<file path="src/logic/alu_pkg.sv">
package alu_pkg;

    localparam int DATA_W    = 8;                   // Operand and result width
    localparam int OPCODE_W  = 8;                   // Opcode field width
    localparam int CMD_DEPTH = 4;                   // Command FIFO entries
    localparam int RES_DEPTH = 4;                   // Result FIFO entries
    localparam int ADDR_W    = 4;                   // APB address width
    localparam int APB_DW    = 32;                  // APB data width
    localparam int RD_VALID_BIT = 16;               // Valid bit in read word

    localparam logic [OPCODE_W-1:0] OP_ADD  = 8'd1;
    localparam logic [OPCODE_W-1:0] OP_SUB  = 8'd2;
    localparam logic [OPCODE_W-1:0] OP_MUL  = 8'd3;  // Low byte of product
    localparam logic [OPCODE_W-1:0] OP_AND  = 8'd6;
    localparam logic [OPCODE_W-1:0] OP_OR   = 8'd7;
    localparam logic [OPCODE_W-1:0] OP_XOR  = 8'd8;
    localparam logic [OPCODE_W-1:0] OP_NOT  = 8'd9;  // Operand1 only
    localparam logic [OPCODE_W-1:0] OP_NOR  = 8'd10;
    localparam logic [OPCODE_W-1:0] OP_NAND = 8'd11;
    localparam logic [OPCODE_W-1:0] OP_XNOR = 8'd12;

    localparam logic [ADDR_W-1:0] ADDR_CMD = 4'h0;  // Write only
    localparam logic [ADDR_W-1:0] ADDR_RES = 4'h4;  // Read only

    typedef struct packed {
        logic v;                                    // Bit 3
        logic c;
        logic s;
        logic z;                                    // Bit 0
    } alu_flags_t;

    // Same layout as pwdata[23:0]
    typedef struct packed {
        logic [OPCODE_W-1:0] opcode;                // Bits 23:16
        logic [DATA_W-1:0]   operand2;              // Bits 15:8
        logic [DATA_W-1:0]   operand1;              // Bits 7:0
    } alu_cmd_t;

    typedef struct packed {
        alu_flags_t        flags;                   // Bits 11:8
        logic [DATA_W-1:0] result;                  // Bits 7:0
    } alu_res_t;

    typedef struct packed {
        logic              psel;
        logic              penable;
        logic              pwrite;
        logic [ADDR_W-1:0] paddr;
        logic [APB_DW-1:0] pwdata;
    } apb_req_t;

    typedef struct packed {
        logic [APB_DW-1:0] prdata;
        logic              pready;
        logic              pslverr;
    } apb_rsp_t;

endpackage

</file>
<file path="src/logic/sync_fifo.sv">
`timescale 1ns/1ps

module sync_fifo #(
    parameter type T     = logic,
    parameter int  DEPTH = 4
) (
    input  logic clk,
    input  logic reset,
    input  logic push,
    input  T     push_data,
    output logic full,
    input  logic pop,
    output T     pop_data,
    output logic empty
);

    T                             mem [DEPTH];      // Storage, no reset
    logic [$clog2(DEPTH)-1:0]     wr_ptr;
    logic [$clog2(DEPTH)-1:0]     rd_ptr;
    logic [$clog2(DEPTH+1)-1:0]   count;            // Occupancy
    logic                         do_push;
    logic                         do_pop;

    assign full    = (count == $bits(count)'(DEPTH));
    assign empty   = (count == '0);
    assign do_push = push & ~full;
    assign do_pop  = pop & ~empty;

    assign pop_data = mem[rd_ptr];                  // Show-ahead head

    always_ff @(posedge clk) begin
        if (do_push)
            mem[wr_ptr] <= push_data;
    end

    always_ff @(posedge clk or posedge reset) begin
        if (reset) begin
            wr_ptr <= '0;
            rd_ptr <= '0;
            count  <= '0;
        end else begin
            if (do_push)                            // Wrap at DEPTH
                wr_ptr <= (wr_ptr == $bits(wr_ptr)'(DEPTH - 1)) ? '0 : wr_ptr + 1'b1;
            if (do_pop)
                rd_ptr <= (rd_ptr == $bits(rd_ptr)'(DEPTH - 1)) ? '0 : rd_ptr + 1'b1;
            if (do_push && !do_pop)
                count <= count + 1'b1;
            else if (do_pop && !do_push)
                count <= count - 1'b1;
        end
    end

    a_no_overflow: assert property (
        @(posedge clk) disable iff (reset) push |-> !full
    ) else $error("push while full");

    a_no_underflow: assert property (
        @(posedge clk) disable iff (reset) pop |-> !empty
    ) else $error("pop while empty");

endmodule

</file>
<file path="src/logic/apb_cmd_port.sv">
`timescale 1ns/1ps

module apb_cmd_port import alu_pkg::*; (
    input  logic     clk,
    input  logic     reset,
    input  apb_req_t apb_req,
    output apb_rsp_t apb_rsp,
    output logic     cmd_push,
    output alu_cmd_t cmd_data,
    input  logic     cmd_full,
    output logic     res_pop,
    input  alu_res_t res_data,
    input  logic     res_empty
);

    logic              access;                      // APB access phase
    logic              cmd_sel;                     // Address hits command reg
    logic              res_sel;                     // Address hits result reg
    logic              opcode_ok;                   // Opcode in kept set
    logic              cmd_write;                   // Legal command write
    logic              read_res;                    // Legal result read
    logic              bad_access;                  // Completes with error
    logic              stall;                       // Write waits for space
    logic              pready_q;
    logic              pslverr_q;
    logic [APB_DW-1:0] rd_word;

    assign access  = apb_req.psel & apb_req.penable;
    assign cmd_sel = (apb_req.paddr == ADDR_CMD);
    assign res_sel = (apb_req.paddr == ADDR_RES);

    // Command fields sit in the low bytes of pwdata
    assign cmd_data = alu_cmd_t'(apb_req.pwdata[$bits(alu_cmd_t)-1:0]);

    // Only opcode check in the design
    always_comb begin
        case (cmd_data.opcode)
            OP_ADD, OP_SUB, OP_MUL,
            OP_AND, OP_OR, OP_XOR, OP_NOT,
            OP_NOR, OP_NAND, OP_XNOR: opcode_ok = 1'b1;
            default:                  opcode_ok = 1'b0;
        endcase
    end

    assign cmd_write  = apb_req.pwrite & cmd_sel & opcode_ok;
    assign read_res   = ~apb_req.pwrite & res_sel;
    assign bad_access = apb_req.pwrite ? ~cmd_write : ~res_sel;
    assign stall      = cmd_write & cmd_full;       // Back-pressure on full FIFO

    // Push and pop fire on the completing edge
    assign cmd_push = access & pready_q & cmd_write;
    assign res_pop  = access & pready_q & read_res & ~res_empty;

    // Ready goes high one cycle after the request can be served
    always_ff @(posedge clk or posedge reset) begin
        if (reset) begin
            pready_q  <= 1'b0;
            pslverr_q <= 1'b0;
        end else if (pready_q) begin
            pready_q  <= 1'b0;                      // Transfer ends here
            pslverr_q <= 1'b0;
        end else begin
            pready_q  <= apb_req.psel & ~stall;     // Setup or stalled access
            pslverr_q <= apb_req.psel & bad_access;
        end
    end

    // Head result with valid flag, zero otherwise
    always_comb begin
        rd_word = '0;
        if (access && read_res && !res_empty) begin
            rd_word[$bits(alu_res_t)-1:0] = res_data;
            rd_word[RD_VALID_BIT]         = 1'b1;
        end
    end

    assign apb_rsp = '{
        prdata:  rd_word,
        pready:  pready_q,
        pslverr: pslverr_q
    };

    // Error response only on a completing transfer
    a_err_needs_ready: assert property (
        @(posedge clk) disable iff (reset)
        apb_rsp.pslverr |-> apb_rsp.pready
    ) else $error("pslverr high without pready");

endmodule

</file>
<file path="src/logic/alu_exec.sv">
`timescale 1ns/1ps

module alu_exec import alu_pkg::*; (
    input  logic     clk,
    input  logic     reset,
    input  alu_cmd_t cmd_data,
    input  logic     cmd_empty,
    output logic     cmd_pop,
    output logic     res_push,
    output alu_res_t res_data,
    input  logic     res_full
);

    alu_res_t stg_data;                             // Output stage payload
    logic     stg_valid;
    alu_res_t calc;                                 // Next result and flags

    // Stage drains when result FIFO has room
    assign res_push = stg_valid & ~res_full;
    assign res_data = stg_data;
    assign cmd_pop  = ~cmd_empty & (~stg_valid | res_push);

    always_comb begin
        logic [DATA_W-1:0]   a;
        logic [DATA_W-1:0]   b;
        logic [DATA_W-1:0]   b_neg;
        logic [DATA_W:0]     sum;                   // Extra bit holds carry
        logic [2*DATA_W-1:0] prod;
        a       = cmd_data.operand1;
        b       = cmd_data.operand2;
        b_neg   = ~b + 1'b1;                        // Two's complement of b
        sum     = '0;
        prod    = a * b;
        calc    = '0;
        case (cmd_data.opcode)
            OP_ADD: begin
                sum          = {1'b0, a} + {1'b0, b};
                calc.result  = sum[DATA_W-1:0];
                calc.flags.c = sum[DATA_W];
                calc.flags.v = (a[DATA_W-1] == b[DATA_W-1]) &&
                               (sum[DATA_W-1] != a[DATA_W-1]);
            end
            OP_SUB: begin
                sum          = {1'b0, a} + {1'b0, b_neg};
                calc.result  = sum[DATA_W-1:0];
                calc.flags.c = sum[DATA_W];         // Zero for b = 0
                calc.flags.v = (a[DATA_W-1] != b[DATA_W-1]) &&
                               (sum[DATA_W-1] != a[DATA_W-1]);
            end
            OP_MUL: begin
                calc.result  = prod[DATA_W-1:0];    // Low byte kept
                calc.flags.c = (prod[2*DATA_W-1:DATA_W] != '0);
                calc.flags.v = (a[DATA_W-1] == b[DATA_W-1]) &&
                               (prod[DATA_W-1] != a[DATA_W-1]);
            end
            OP_AND:  calc.result = a & b;
            OP_OR:   calc.result = a | b;
            OP_XOR:  calc.result = a ^ b;
            OP_NOT:  calc.result = ~a;
            OP_NOR:  calc.result = ~(a | b);
            OP_NAND: calc.result = ~(a & b);
            OP_XNOR: calc.result = ~(a ^ b);
            default: calc.result = '0;              // Filtered at the port
        endcase
        calc.flags.z = (calc.result == '0);
        calc.flags.s = calc.result[DATA_W-1];
    end

    // One-entry output stage
    always_ff @(posedge clk or posedge reset) begin
        if (reset)
            stg_valid <= 1'b0;
        else if (cmd_pop)
            stg_valid <= 1'b1;                      // Refill or back-to-back
        else if (res_push)
            stg_valid <= 1'b0;
    end

    always_ff @(posedge clk) begin
        if (cmd_pop)
            stg_data <= calc;
    end

    // Held entry survives a full result FIFO unchanged
    a_hold_on_full: assert property (
        @(posedge clk) disable iff (reset)
        stg_valid && res_full |=> stg_valid && $stable(stg_data)
    ) else $error("stage entry lost while result FIFO full");

endmodule

</file>
<file path="src/logic/alu_top.sv">
`timescale 1ns/1ps

module alu_top import alu_pkg::*; (
    input  logic     clk,
    input  logic     reset,
    input  apb_req_t apb_req,
    output apb_rsp_t apb_rsp
);

    logic     cmd_push;                             // Port into command FIFO
    alu_cmd_t cmd_wdata;
    logic     cmd_full;
    logic     cmd_pop;                              // Exec side of command FIFO
    alu_cmd_t cmd_rdata;
    logic     cmd_empty;
    logic     res_push;                             // Exec into result FIFO
    alu_res_t res_wdata;
    logic     res_full;
    logic     res_pop;                              // Port side of result FIFO
    alu_res_t res_rdata;
    logic     res_empty;

    apb_cmd_port port0 (
        .clk       (clk),
        .reset     (reset),
        .apb_req   (apb_req),
        .apb_rsp   (apb_rsp),
        .cmd_push  (cmd_push),
        .cmd_data  (cmd_wdata),
        .cmd_full  (cmd_full),
        .res_pop   (res_pop),
        .res_data  (res_rdata),
        .res_empty (res_empty)
    );

    sync_fifo #(.T(alu_cmd_t), .DEPTH(CMD_DEPTH)) cmd_fifo (
        .clk       (clk),
        .reset     (reset),
        .push      (cmd_push),
        .push_data (cmd_wdata),
        .full      (cmd_full),
        .pop       (cmd_pop),
        .pop_data  (cmd_rdata),
        .empty     (cmd_empty)
    );

    alu_exec exec0 (
        .clk       (clk),
        .reset     (reset),
        .cmd_data  (cmd_rdata),
        .cmd_empty (cmd_empty),
        .cmd_pop   (cmd_pop),
        .res_push  (res_push),
        .res_data  (res_wdata),
        .res_full  (res_full)
    );

    sync_fifo #(.T(alu_res_t), .DEPTH(RES_DEPTH)) res_fifo (
        .clk       (clk),
        .reset     (reset),
        .push      (res_push),
        .push_data (res_wdata),
        .full      (res_full),
        .pop       (res_pop),
        .pop_data  (res_rdata),
        .empty     (res_empty)
    );

endmodule

</file>
<file path="config.mk">
export PLATFORM = sky130hd
export DESIGN_NAME = alu_top
export DESIGN_NICKNAME = d
export VERILOG_FILES = /design/src/logic/alu_pkg.sv /design/src/logic/sync_fifo.sv /design/src/logic/apb_cmd_port.sv /design/src/logic/alu_exec.sv /design/src/logic/alu_top.sv
export SDC_FILE = /design/constraint.sdc
export NUM_CORES = 1
export LEC_CHECK = 0
export BUFFER_PORTS_ARGS = -buffer_cell sky130_fd_sc_hd__buf_2
export CAP_MARGIN = 20
export CORE_MARGIN = 2
export CORE_UTILIZATION = 29
export DETAILED_ROUTE_END_ITERATION = 6
export PLACE_DENSITY = 0.55
export SLEW_MARGIN = 20
export SYNTH_ARGS = -nofsm -noshare
export SYNTH_HDL_FRONTEND = slang
export SYNTH_SLANG_ARGS = --single-unit
</file>
<file path="constraint.sdc">
create_clock -name clk -period 7.9 [get_ports clk]
set_input_delay 1.58 -clock clk [delete_from_list [all_inputs] [get_ports clk]]
set_output_delay 1.58 -clock clk [all_outputs]
set_load 0.05 [all_outputs]
</file>
==> flow_summary.yaml, run 1 <==
synthesis:
  netlist_instances: 812
  synthesis.area_um2: 10100
  synth_top_cell_by_area: "edfxtp_1"
  yosysTopAreaCellShare_pct: 44.7
  synth_seq_cells: 168
  ys_seq_area_share_pct: 48.9
  synthTopCellsByCount: "151 x edfxtp_1, 92 x inv_1, 86 x nor2_1, 72 x ha_1, 41 x nand2_1"
  synthArstFlopShare_pct: 10.1
  synth_warnings: 0
  synth_edf_count: 151
  synth.most_common_cell: "edfxtp_1"
  synth_area_leaders: "edfxtp_1 45%, ha_1 8.9%, fa_1 7.9%"
  syn_area_per_cell_um2: 12.5
  synthFlopType: "edfxtp_1"
  synth_cell_type_count: 69
outcome:
  outcome: "complete, no violations"
layout:
  fill_cells: 3423
  register_area_um2: 4960
  n_antenna_cell: 0
  drive_gt1_share_pct: 14.6
  final_area_um2: 11500
  multi_input_area_um2: 4620
  nets: 1019
  syn2layout_area_growth_pct: 13.0
clock_tree:
  clkSinkCount: 168
  htreeDepth: 4
  cts.clk_slew.worst_paths_ns: 0.07
  cts_resized: 0
  clockBufferDepth: 2
  post_cts_buffers: 0
  cts_tree: "yes"
  clk_latency_ns: 0.43
  root_buffer: "clkbuf_16"
  numCtsBuffers: 17
  hold_buffers: 0
routing:
  wl_per_cell_um: 15.7
  dr_total_vias: 6234
  wl_met1_mm: 9.75
  viasPerCell: 4.67
  drtIter0Drc: 531
  wl_met2_mm: 9.89
  drtAntennaViolNets: 0
  wl_met3_um: 899
  routed_wl_mm: 21.0
  top_layer_used: "met4"
  drc: 0
  firstDrtPassIters: 5
place:
  postPlaceCellArea_um2: 10800
  io_buffers: 47
  place_congestion: 0.911
  dp_hpwl_mm: 15.6
grt:
  grt_overflow: 0
  grt_max_degree: 25
  grt_use_total_pct: 12.2
  grt_pass1_vias: 6236
  antenna_found_initial: 0
  grt_pass1_wl_mm: 34.1
sta:
  finalMaxSlewViolations: 0
  tns_ns: 0
  worst_slew_pin_slew_ns: 1.03
  finalHoldViolCount: 0
  clock.fmax_mhz: 158
  rsz0062_at_grt: "no"
  finalSetupViolCount: 0
  fin_skew_ns: 0.0120
  hold_slack_ns: 0.502
  slew-limit-headroom_pct: 30.6
  period_share_pct: 80.1
  fin_crit_ns: 6.33
job:
  drv_cap: 0
setup_path:
  startpoint_type: "flop"
  crit_path_max_fanout: 13
  startpoint: "cmd_fifo.rd_ptr[0]$_DFFE_PP0P_"
  rr_worst_depth: 18
  critical_path_class: "reg2reg"
  end_kind: "flop"
  required_ns: 8.06
  reg2reg_from: "cmd_fifo.rd_ptr[0]$_DFFE_PP0P_"
  crit_arrival_ns: 6.49
floorplan:
  core-area_um2: 34500
  die_h_um: 191
  die_w_um: 191
  num_rows: 68
  die_area_um2: 36500
  start_util_pct: 29.4
  ios: 75
min_path:
  holdPathStages: 0
  hold_class: "reg2reg"
  hp-start: "exec0.res_data[10]$_DFFE_PP_"
==> kinds of logic (layout without fill, tap and decap cells) <==
logic type      Yosys count  count (layout)  share of synthesized area [%]
xor+xnor                 24              24                           2.07
fa+ha+maj               112             112                           16.8
compound gates          119             119                           8.08
flops                   168             168                           48.9
other cells               1              19                         0.0370
simple gates            211             211                           9.91
buf+inv                 135             184                           6.18
mux                      42              42                           8.04
==> flip-flops by register name, indices dropped and copies added (netlist names) <==
name	flops
cmd_fifo.count	3
cmd_fifo.mem	96
cmd_fifo.rd_ptr	2
cmd_fifo.wr_ptr	2
exec0.res_data	11
exec0.stg_valid	1
port0.pready_q	1
port0.pslverr_q	1
res_fifo.count	3
res_fifo.mem	44
res_fifo.rd_ptr	2
res_fifo.wr_ptr	2
==> cells in the final DEF, fill, tap and decap left out, types with 4 or more instances in the layout <==
master / count
nor3_1: 12
xor2_1: 7
o21ai_0: 27
xnor2_1: 17
fa_1: 40
a31oi_1: 8
a21o_1: 4
ha_1: 72
edfxtp_1: 151
o21a_1: 4
nor2_1: 86
nor2b_1: 14
buf_2: 47
nand2b_1: 10
nand3_1: 13
inv_6: 4
and2_1: 13
o22ai_1: 6
dfrtp_1: 17
conb_1: 19
mux2_2: 6
mux4_2: 31
mux2i_1: 5
nor4_1: 5
clkbuf_16: 17
bufinv_16: 5
inv_1: 92
buf_4: 8
a211oi_1: 4
clkinv_1: 5
a21oi_1: 21
o221ai_1: 5
nand2_1: 41
==> cell type report <==
type,count,share of cell area (%)
sequential,168,43.3
multi-input combinational,527,40.3
tap,455,4.97
clock buffer,19,3.78
inverter,97,3.18
timing repair buffer,55,2.58
clock inverter,13,1.88
==> layer usage <==
layer | track usage [%] | up-vias
met3 | 2.29 | 27
met2 | 19.5 | 152
met5 | 0 | -
li1 | - | 3003
met1 | 16.5 | 3052
met4 | 4.32 | 0
==> critical path, stage by stage (launching register included) <==
cell and delay [ns]:
dfrtp_1 0.70, buf_4 0.30, mux4_2 0.66, inv_1 0.26, nor2_1 0.10, fa_1 0.45
fa_1 0.55, inv_1 0.05, fa_1 0.46, fa_1 0.54, inv_1 0.04, ha_1 0.33
and3_1 0.18, o21ai_0 0.25, a21oi_1 0.16, o21a_1 0.21, o41ai_1 0.33, a31oi_1 0.18
a211o_1 0.30
==> stage by stage <==
stage | setup slack [ns] | util (%) | cells
floorplan | 1.97 | - | 830
global placement | 1.58 | 31.4 | 1302
detailed placement | 1.59 | 31.4 | 1302
CTS | 1.54 | 33.3 | 1334
global route | 1.07 | 33.3 | 1334
finish | 1.57 | 33.3 | 1334
==> path summary, 6_finish.rpt <==
path	end	slack [ns]
max	exec0.res_data[10]$_DFFE_PP_	1.57
min	res_fifo.mem[2][10]$_DFFE_PP_	0.50
max reg2reg	exec0.res_data[10]$_DFFE_PP_	1.57
min reg2reg	res_fifo.mem[2][10]$_DFFE_PP_	0.50
max in group asynchronous	res_fifo.wr_ptr[1]$_DFFE_PP0P_	6.16
min in group asynchronous	port0.pslverr_q$_DFF_PP0_	1.26
Power of run 1 is not shown: default switching activity piles up to over one toggle a cycle in this logic, so the estimate is an artifact.
==> run 2, diff against run 1 <==
--- a/config.mk
+++ b/config.mk
@@ -5,12 +5,13 @@
 export SDC_FILE = /design/constraint.sdc
 export NUM_CORES = 1
 export LEC_CHECK = 0
+export ABC_AREA = 1
 export BUFFER_PORTS_ARGS = -buffer_cell sky130_fd_sc_hd__buf_2
 export CAP_MARGIN = 20
 export CORE_MARGIN = 2
 export CORE_UTILIZATION = 29
 export DETAILED_ROUTE_END_ITERATION = 6
-export PLACE_DENSITY = 0.55
+export PLACE_DENSITY = 0.57
 export SLEW_MARGIN = 20
 export SYNTH_ARGS = -nofsm -noshare
 export SYNTH_HDL_FRONTEND = slang
==> constraint.sdc (replaced) <==
create_clock -name clk -period 5.6 [get_ports clk]
set_input_delay 1.12 -clock clk [delete_from_list [all_inputs] [get_ports clk]]
set_output_delay 1.12 -clock clk [all_outputs]
set_load 0.05 [all_outputs]
==> flow_summary.yaml, run 2 <==
synthesis:
  synth.most_common_cell: "nand2_1"
  synth_area_leaders: "edfxtp_1 42%, ha_1 8.3%, fa_1 7.3%"
  syn_area_per_cell_um2: 9.28
  synth_edf_count: 151
  yosysTopAreaCellShare_pct: 41.5
  synthFlopType: "edfxtp_1"
  synthTopCellsByCount: "207 x nand2_1, 162 x inv_1, 151 x edfxtp_1, 149 x nor2_1, 116 x nand3_1"
  synthArstFlopShare_pct: 10.1
  synth_seq_cells: 168
  synth_top_cell_by_area: "edfxtp_1"
  synth_warnings: 0
  ys_seq_area_share_pct: 45.4
  synth_cell_type_count: 45
  synthesis.area_um2: 10900
  netlist_instances: 1176
sta:
  worst_slew_pin_slew_ns: 1.06
  fin_crit_ns: 5.22
  finalHoldViolCount: 0
  fin_skew_ns: 0.0125
  rsz0062_at_grt: "no"
  finalSetupViolCount: 0
  slew-limit-headroom_pct: 29.4
  clock.fmax_mhz: 191
  tns_ns: 0
  period_share_pct: 93.3
  finalMaxSlewViolations: 0
layout:
  top_register: "cmd_fifo.mem"
  drive_gt1_share_pct: 13.4
  n_antenna_cell: 0
  nets: 1394
  final_common_cell: "nand2_1"
  multi_input_area_um2: 5050
  fill_cells: 3862
  stdcell_count: 1765
  final_cell_mix: "207 x nand2_1, 161 x inv_1, 151 x edfxtp_1"
  register_area_um2: 4960
  largest_reg_flops: 96
  syn2layout_area_growth_pct: 13.4
routing:
  firstDrtPassIters: 5
  dr_total_vias: 7979
  routed_wl_mm: 24.0
  wl_per_cell_um: 13.6
  viasPerCell: 4.52
  drc: 0
  drtIter0Drc: 500
  drtAntennaViolNets: 0
clock_tree:
  htreeDepth: 4
  cts.clk_slew.worst_paths_ns: 0.07
  root_buffer: "clkbuf_16"
  clockBufferDepth: 2
  cts_tree: "yes"
  clk_latency_ns: 0.43
  numCtsBuffers: 17
  clkSinkCount: 168
job:
  drv_cap: 0
floorplan:
  ios: 75
  die_area_um2: 39200
  num_rows: 71
  die_h_um: 198
  core-area_um2: 37400
  start_util_pct: 29.2
  die_w_um: 198
setup_path:
  crit_arrival_ns: 5.41
  startpoint: "cmd_fifo.rd_ptr[0]$_DFFE_PP0P_"
  startpoint_type: "flop"
  end_kind: "flop"
  critical_path_class: "reg2reg"
  crit_path_max_fanout: 23
  reg2reg_from: "cmd_fifo.rd_ptr[0]$_DFFE_PP0P_"
  required_ns: 5.78
grt:
  grt_pass1_vias: 7740
  grt_max_degree: 69
  grt_use_total_pct: 12.9
  antenna_found_initial: 1
  grt_pass1_wl_mm: 39.6
  grt_overflow: 0
place:
  place_congestion: 0.904
  post-place-cells: 1730
  io_buffers: 47
  dp_hpwl_mm: 17.9
outcome:
  outcome: "complete, no violations"
min_path:
  hold_class: "reg2reg"
  hp-start: "exec0.res_data[3]$_DFFE_PP_"
run 2: changes by cell type in the layout (fill, tap and decap cells not counted), moves of 11 or more:
cell,previous run,this run
nand2_1,41,207
nand3_1,13,116
inv_1,92,161
nor2_1,86,143
mux4_2,31,0
a21oi_1,21,48
buf_4,8,30
o21ai_0,27,44
nand2_2,0,14
nor2b_1,14,0
and2_1,13,0
o21ai_1,2,15
xor2_1,7,18
run 2: cell families (layout without fill, tap and decap cells):
logic type | after synthesis | in the layout | share of synthesized area, %
and+or+nand+nor | 525 | 525 | 21.2
other | 1 | 19 | 0.0344
AOI/OAI and AO/OA | 123 | 123 | 6.28
xor gates and xnor gates | 25 | 25 | 2.01
buffers and inverters | 221 | 281 | 9.31
DFF | 168 | 168 | 45.4
muxes | 1 | 1 | 0.103
adders and majority gates | 112 | 112 | 15.6
run 2: critical path, stage by stage (launching register included):
cell and delay [ns]:
dfrtp_2 0.49, buf_12 0.19, a21oi_1 0.12, a32o_1 0.30, buf_4 0.22, nor2_1 0.06, fa_1 0.46, fa_1 0.55
inv_1 0.05, fa_1 0.46, fa_1 0.54, inv_1 0.04, ha_1 0.34, a21oi_1 0.14, nand2_1 0.11, nand2_1 0.08
nand3_1 0.13, nand3_1 0.10, nand2_1 0.06, xor2_1 0.15, nor2_1 0.12, nand3_1 0.15, nand2_1 0.09, nand2_1 0.04
run 2: timing repair:
| action | CTS | global route |
|---|---|---|
| resized for setup | 0 | 8 |
| setup endpoints to repair | 0 | 2 |
| hold buffers | 0 | 0 |
| setup buffers | 0 | 2 |
run 2: final cells by class:
class / count / share of cell area (%)
Clock buffer: 18 / 3.47
Clock inverter: 14 / 1.21
Inverter: 169 / 5.17
Multi-Input combinational cell: 805 / 40.8
Sequential cell: 168 / 40.1
Tap cell: 511 / 5.17
Timing Repair Buffer: 80 / 4.13
run 2: per-stage QoR:
step                      cell area, µm²  utilization (%)  hold WS, ns  worst slack, ns
after global placement             11700             31.4        0.476            0.184
after detailed placement           11700             31.4        0.494           0.0872
after CTS                          12300             32.9        0.499           0.0785
after global routing               12400             33.1        0.521           0.0147
final                              12400             33.1        0.494            0.375
after floorplan                    11000                -        0.445            0.529
run 2: worst paths after layout:
kind / slack (ns) / end / depth (start not counted)
min in group asynchronous: 0.81 / res_fifo.rd_ptr[0]$_DFFE_PP0P_ / 2
min: 0.49 / res_fifo.mem[3][3]$_DFFE_PP_ / 0
min reg2reg: 0.49 / res_fifo.mem[3][3]$_DFFE_PP_ / 0
max in group asynchronous: 4.27 / cmd_fifo.rd_ptr[0]$_DFFE_PP0P_ / 2
max reg2reg: 0.38 / exec0.res_data[10]$_DFFE_PP_ / 23
max: 0.38 / exec0.res_data[10]$_DFFE_PP_ / 23
run 2: per-layer routing:
metal / global-route usage (%) / part of all wire (%) / vias to the layer above
met5: 0 / 0.029 / -
met4: 3.68 / 1.6 / 2
met3: 2.25 / 4.4 / 32
met2: 21.8 / 47 / 191
met1: 17.1 / 47 / 3788
li1: - / - / 3966
Power of run 2 is left out for the same reason.
==> run 3, diff against run 2 <==
--- a/config.mk
+++ b/config.mk
@@ -11,7 +11,6 @@
 export CORE_MARGIN = 2
 export CORE_UTILIZATION = 29
 export DETAILED_ROUTE_END_ITERATION = 6
-export PLACE_DENSITY = 0.57
 export SLEW_MARGIN = 20
 export SYNTH_ARGS = -nofsm -noshare
 export SYNTH_HDL_FRONTEND = slang
==> flow_summary.yaml, run 3 (synthesis results as in run 2) <==
setup_path:
  crit_path_max_fanout: 25
  r2r_setup_slack_ns: 0.34
  cp_common_cell: "nand2_1"
  crit_chain: "buf_12 > a21oi_1 > o21ai_0 > nand2_1 > inv_1 > ha_1 > fa_1 > inv_1 > fa_1 > fa_1 > fa_1 > inv_1 > ha_1 > a21o_1 > nand2_1 > nand3_1 > nand3_1 > nand2_1 > xor2_1 > nor2_1 > nand3_1 > nand2_1 > nand2_1"
  reg2reg_from: "cmd_fifo.rd_ptr[0]$_DFFE_PP0P_"
  rr_worst_depth: 23
  critical_path_class: "reg2reg"
  end_kind: "flop"
  rr_endpoint: "exec0.res_data[10]$_DFFE_PP_"
  worst_path_largest_cell_delay_ns: 0.55
  required_ns: 5.79
  critPathBufInv: 4
  path_delay_family: "adder cells"
  startpoint_type: "flop"
  crit_arrival_ns: 5.46
  slowest_stage: "fa_1"
sta:
  setup_slack_ns: 0.337
  rsz0062_at_grt: "no"
  slew-limit-headroom_pct: 31.4
  fin_skew_ns: 0.0107
  period_share_pct: 94.0
  worst_slew_pin_slew_ns: 1.03
  finalSetupViolCount: 0
  tns_ns: 0
  clock.fmax_mhz: 190
  finalHoldViolCount: 0
  fin_crit_ns: 5.26
  finalMaxSlewViolations: 0
place:
  io_buffers: 47
  place_congestion: 0.894
  dp_hpwl_mm: 17.7
  post-place-cells: 1732
  place_ws_ns: 0.258
layout:
  n_antenna_cell: 0
  fin_util_pct: 33.3
  drive_gt1_share_pct: 13.5
  final_cell_mix: "207 x nand2_1, 161 x inv_1, 151 x edfxtp_1"
  top_register: "cmd_fifo.mem"
  syn2layout_area_growth_pct: 13.9
  fill_cells: 3831
  register_area_um2: 4960
  largest_reg_flops: 96
  nets: 1397
  stdcell_count: 1767
  final_common_cell: "nand2_1"
  multi_input_area_um2: 5050
clock_tree:
  clk_latency_ns: 0.44
  cts_tree: "yes"
  clkSinkCount: 168
  htreeDepth: 4
  hold_buffers: 0
  cts.clk_slew.worst_paths_ns: 0.07
  clockBufferDepth: 2
  root_buffer: "clkbuf_16"
  numCtsBuffers: 17
floorplan:
  die_area_um2: 39200
  die_h_um: 198
  die_w_um: 198
  ios: 75
  num_rows: 71
  core-area_um2: 37400
  start_util_pct: 29.2
min_path:
  hold_class: "reg2reg"
  hold_path_end: "port0.pready_q$_DFF_PP0_"
  hp-start: "port0.pready_q$_DFF_PP0_"
  holdPathStages: 1
grt:
  grt_pass1_vias: 7655
  grt_overflow: 0
  grt_max_degree: 69
  grt_use_total_pct: 12.9
  antenna_found_initial: 0
  grt_pass1_wl_mm: 39.4
job:
  drv_cap: 0
routing:
  firstDrtPassIters: 5
  drtAntennaViolNets: 0
  drtIter0Drc: 431
  routed_wl_mm: 24.1
  drc: 0
  wl_per_cell_um: 13.6
  dr_total_vias: 7890
  viasPerCell: 4.47
outcome:
  outcome: "complete, no violations"
-- run 3: through the flow --
step	area, µm²	hold slack, ns
finish	12400	0.482
global route	12400	0.511
CTS	12400	0.497
detailed placement	11700	0.487
global placement	11700	0.470
floorplan	11000	0.445
-- run 3: layout make-up --
cell class	count	share of cell area, %
multi-input cells	805	40.6
flip-flops and latches	168	39.9
inverters	169	5.14
well taps	511	5.14
repair buffers	83	4.33
clock buffers	17	3.42
clock inverters	14	1.53
-- run 3: repair_timing --
item	CTS	global route
resized for setup	0	6
setup buffers	0	3
endpoints found under the setup margin	0	1
-- run 3: worst max path at each step --
stage,startpoint,endpoint,cells past startpoint
after floorplan,cmd_fifo.rd_ptr[0]$_DFFE_PP0P_,exec0.res_data[10]$_DFFE_PP_,27
after global placement,cmd_fifo.rd_ptr[0]$_DFFE_PP0P_,exec0.res_data[10]$_DFFE_PP_,26
after detailed placement,cmd_fifo.rd_ptr[0]$_DFFE_PP0P_,exec0.res_data[10]$_DFFE_PP_,25
after CTS,cmd_fifo.rd_ptr[0]$_DFFE_PP0P_,exec0.res_data[10]$_DFFE_PP_,26
after global routing,cmd_fifo.rd_ptr[1]$_DFFE_PP0P_,exec0.res_data[10]$_DFFE_PP_,28
final,cmd_fifo.rd_ptr[0]$_DFFE_PP0P_,exec0.res_data[10]$_DFFE_PP_,23
-- run 3: layer usage --
metal / track usage [%] / vias up / share of wire [%]
li1: - / 3965 / -
met1: 17.2 / 3734 / 46
met2: 21.7 / 173 / 48
met3: 2.52 / 18 / 4.8
met4: 2.51 / 0 / 0.94
met5: 0 / - / 0
Power of run 3 is left out for the same reason.
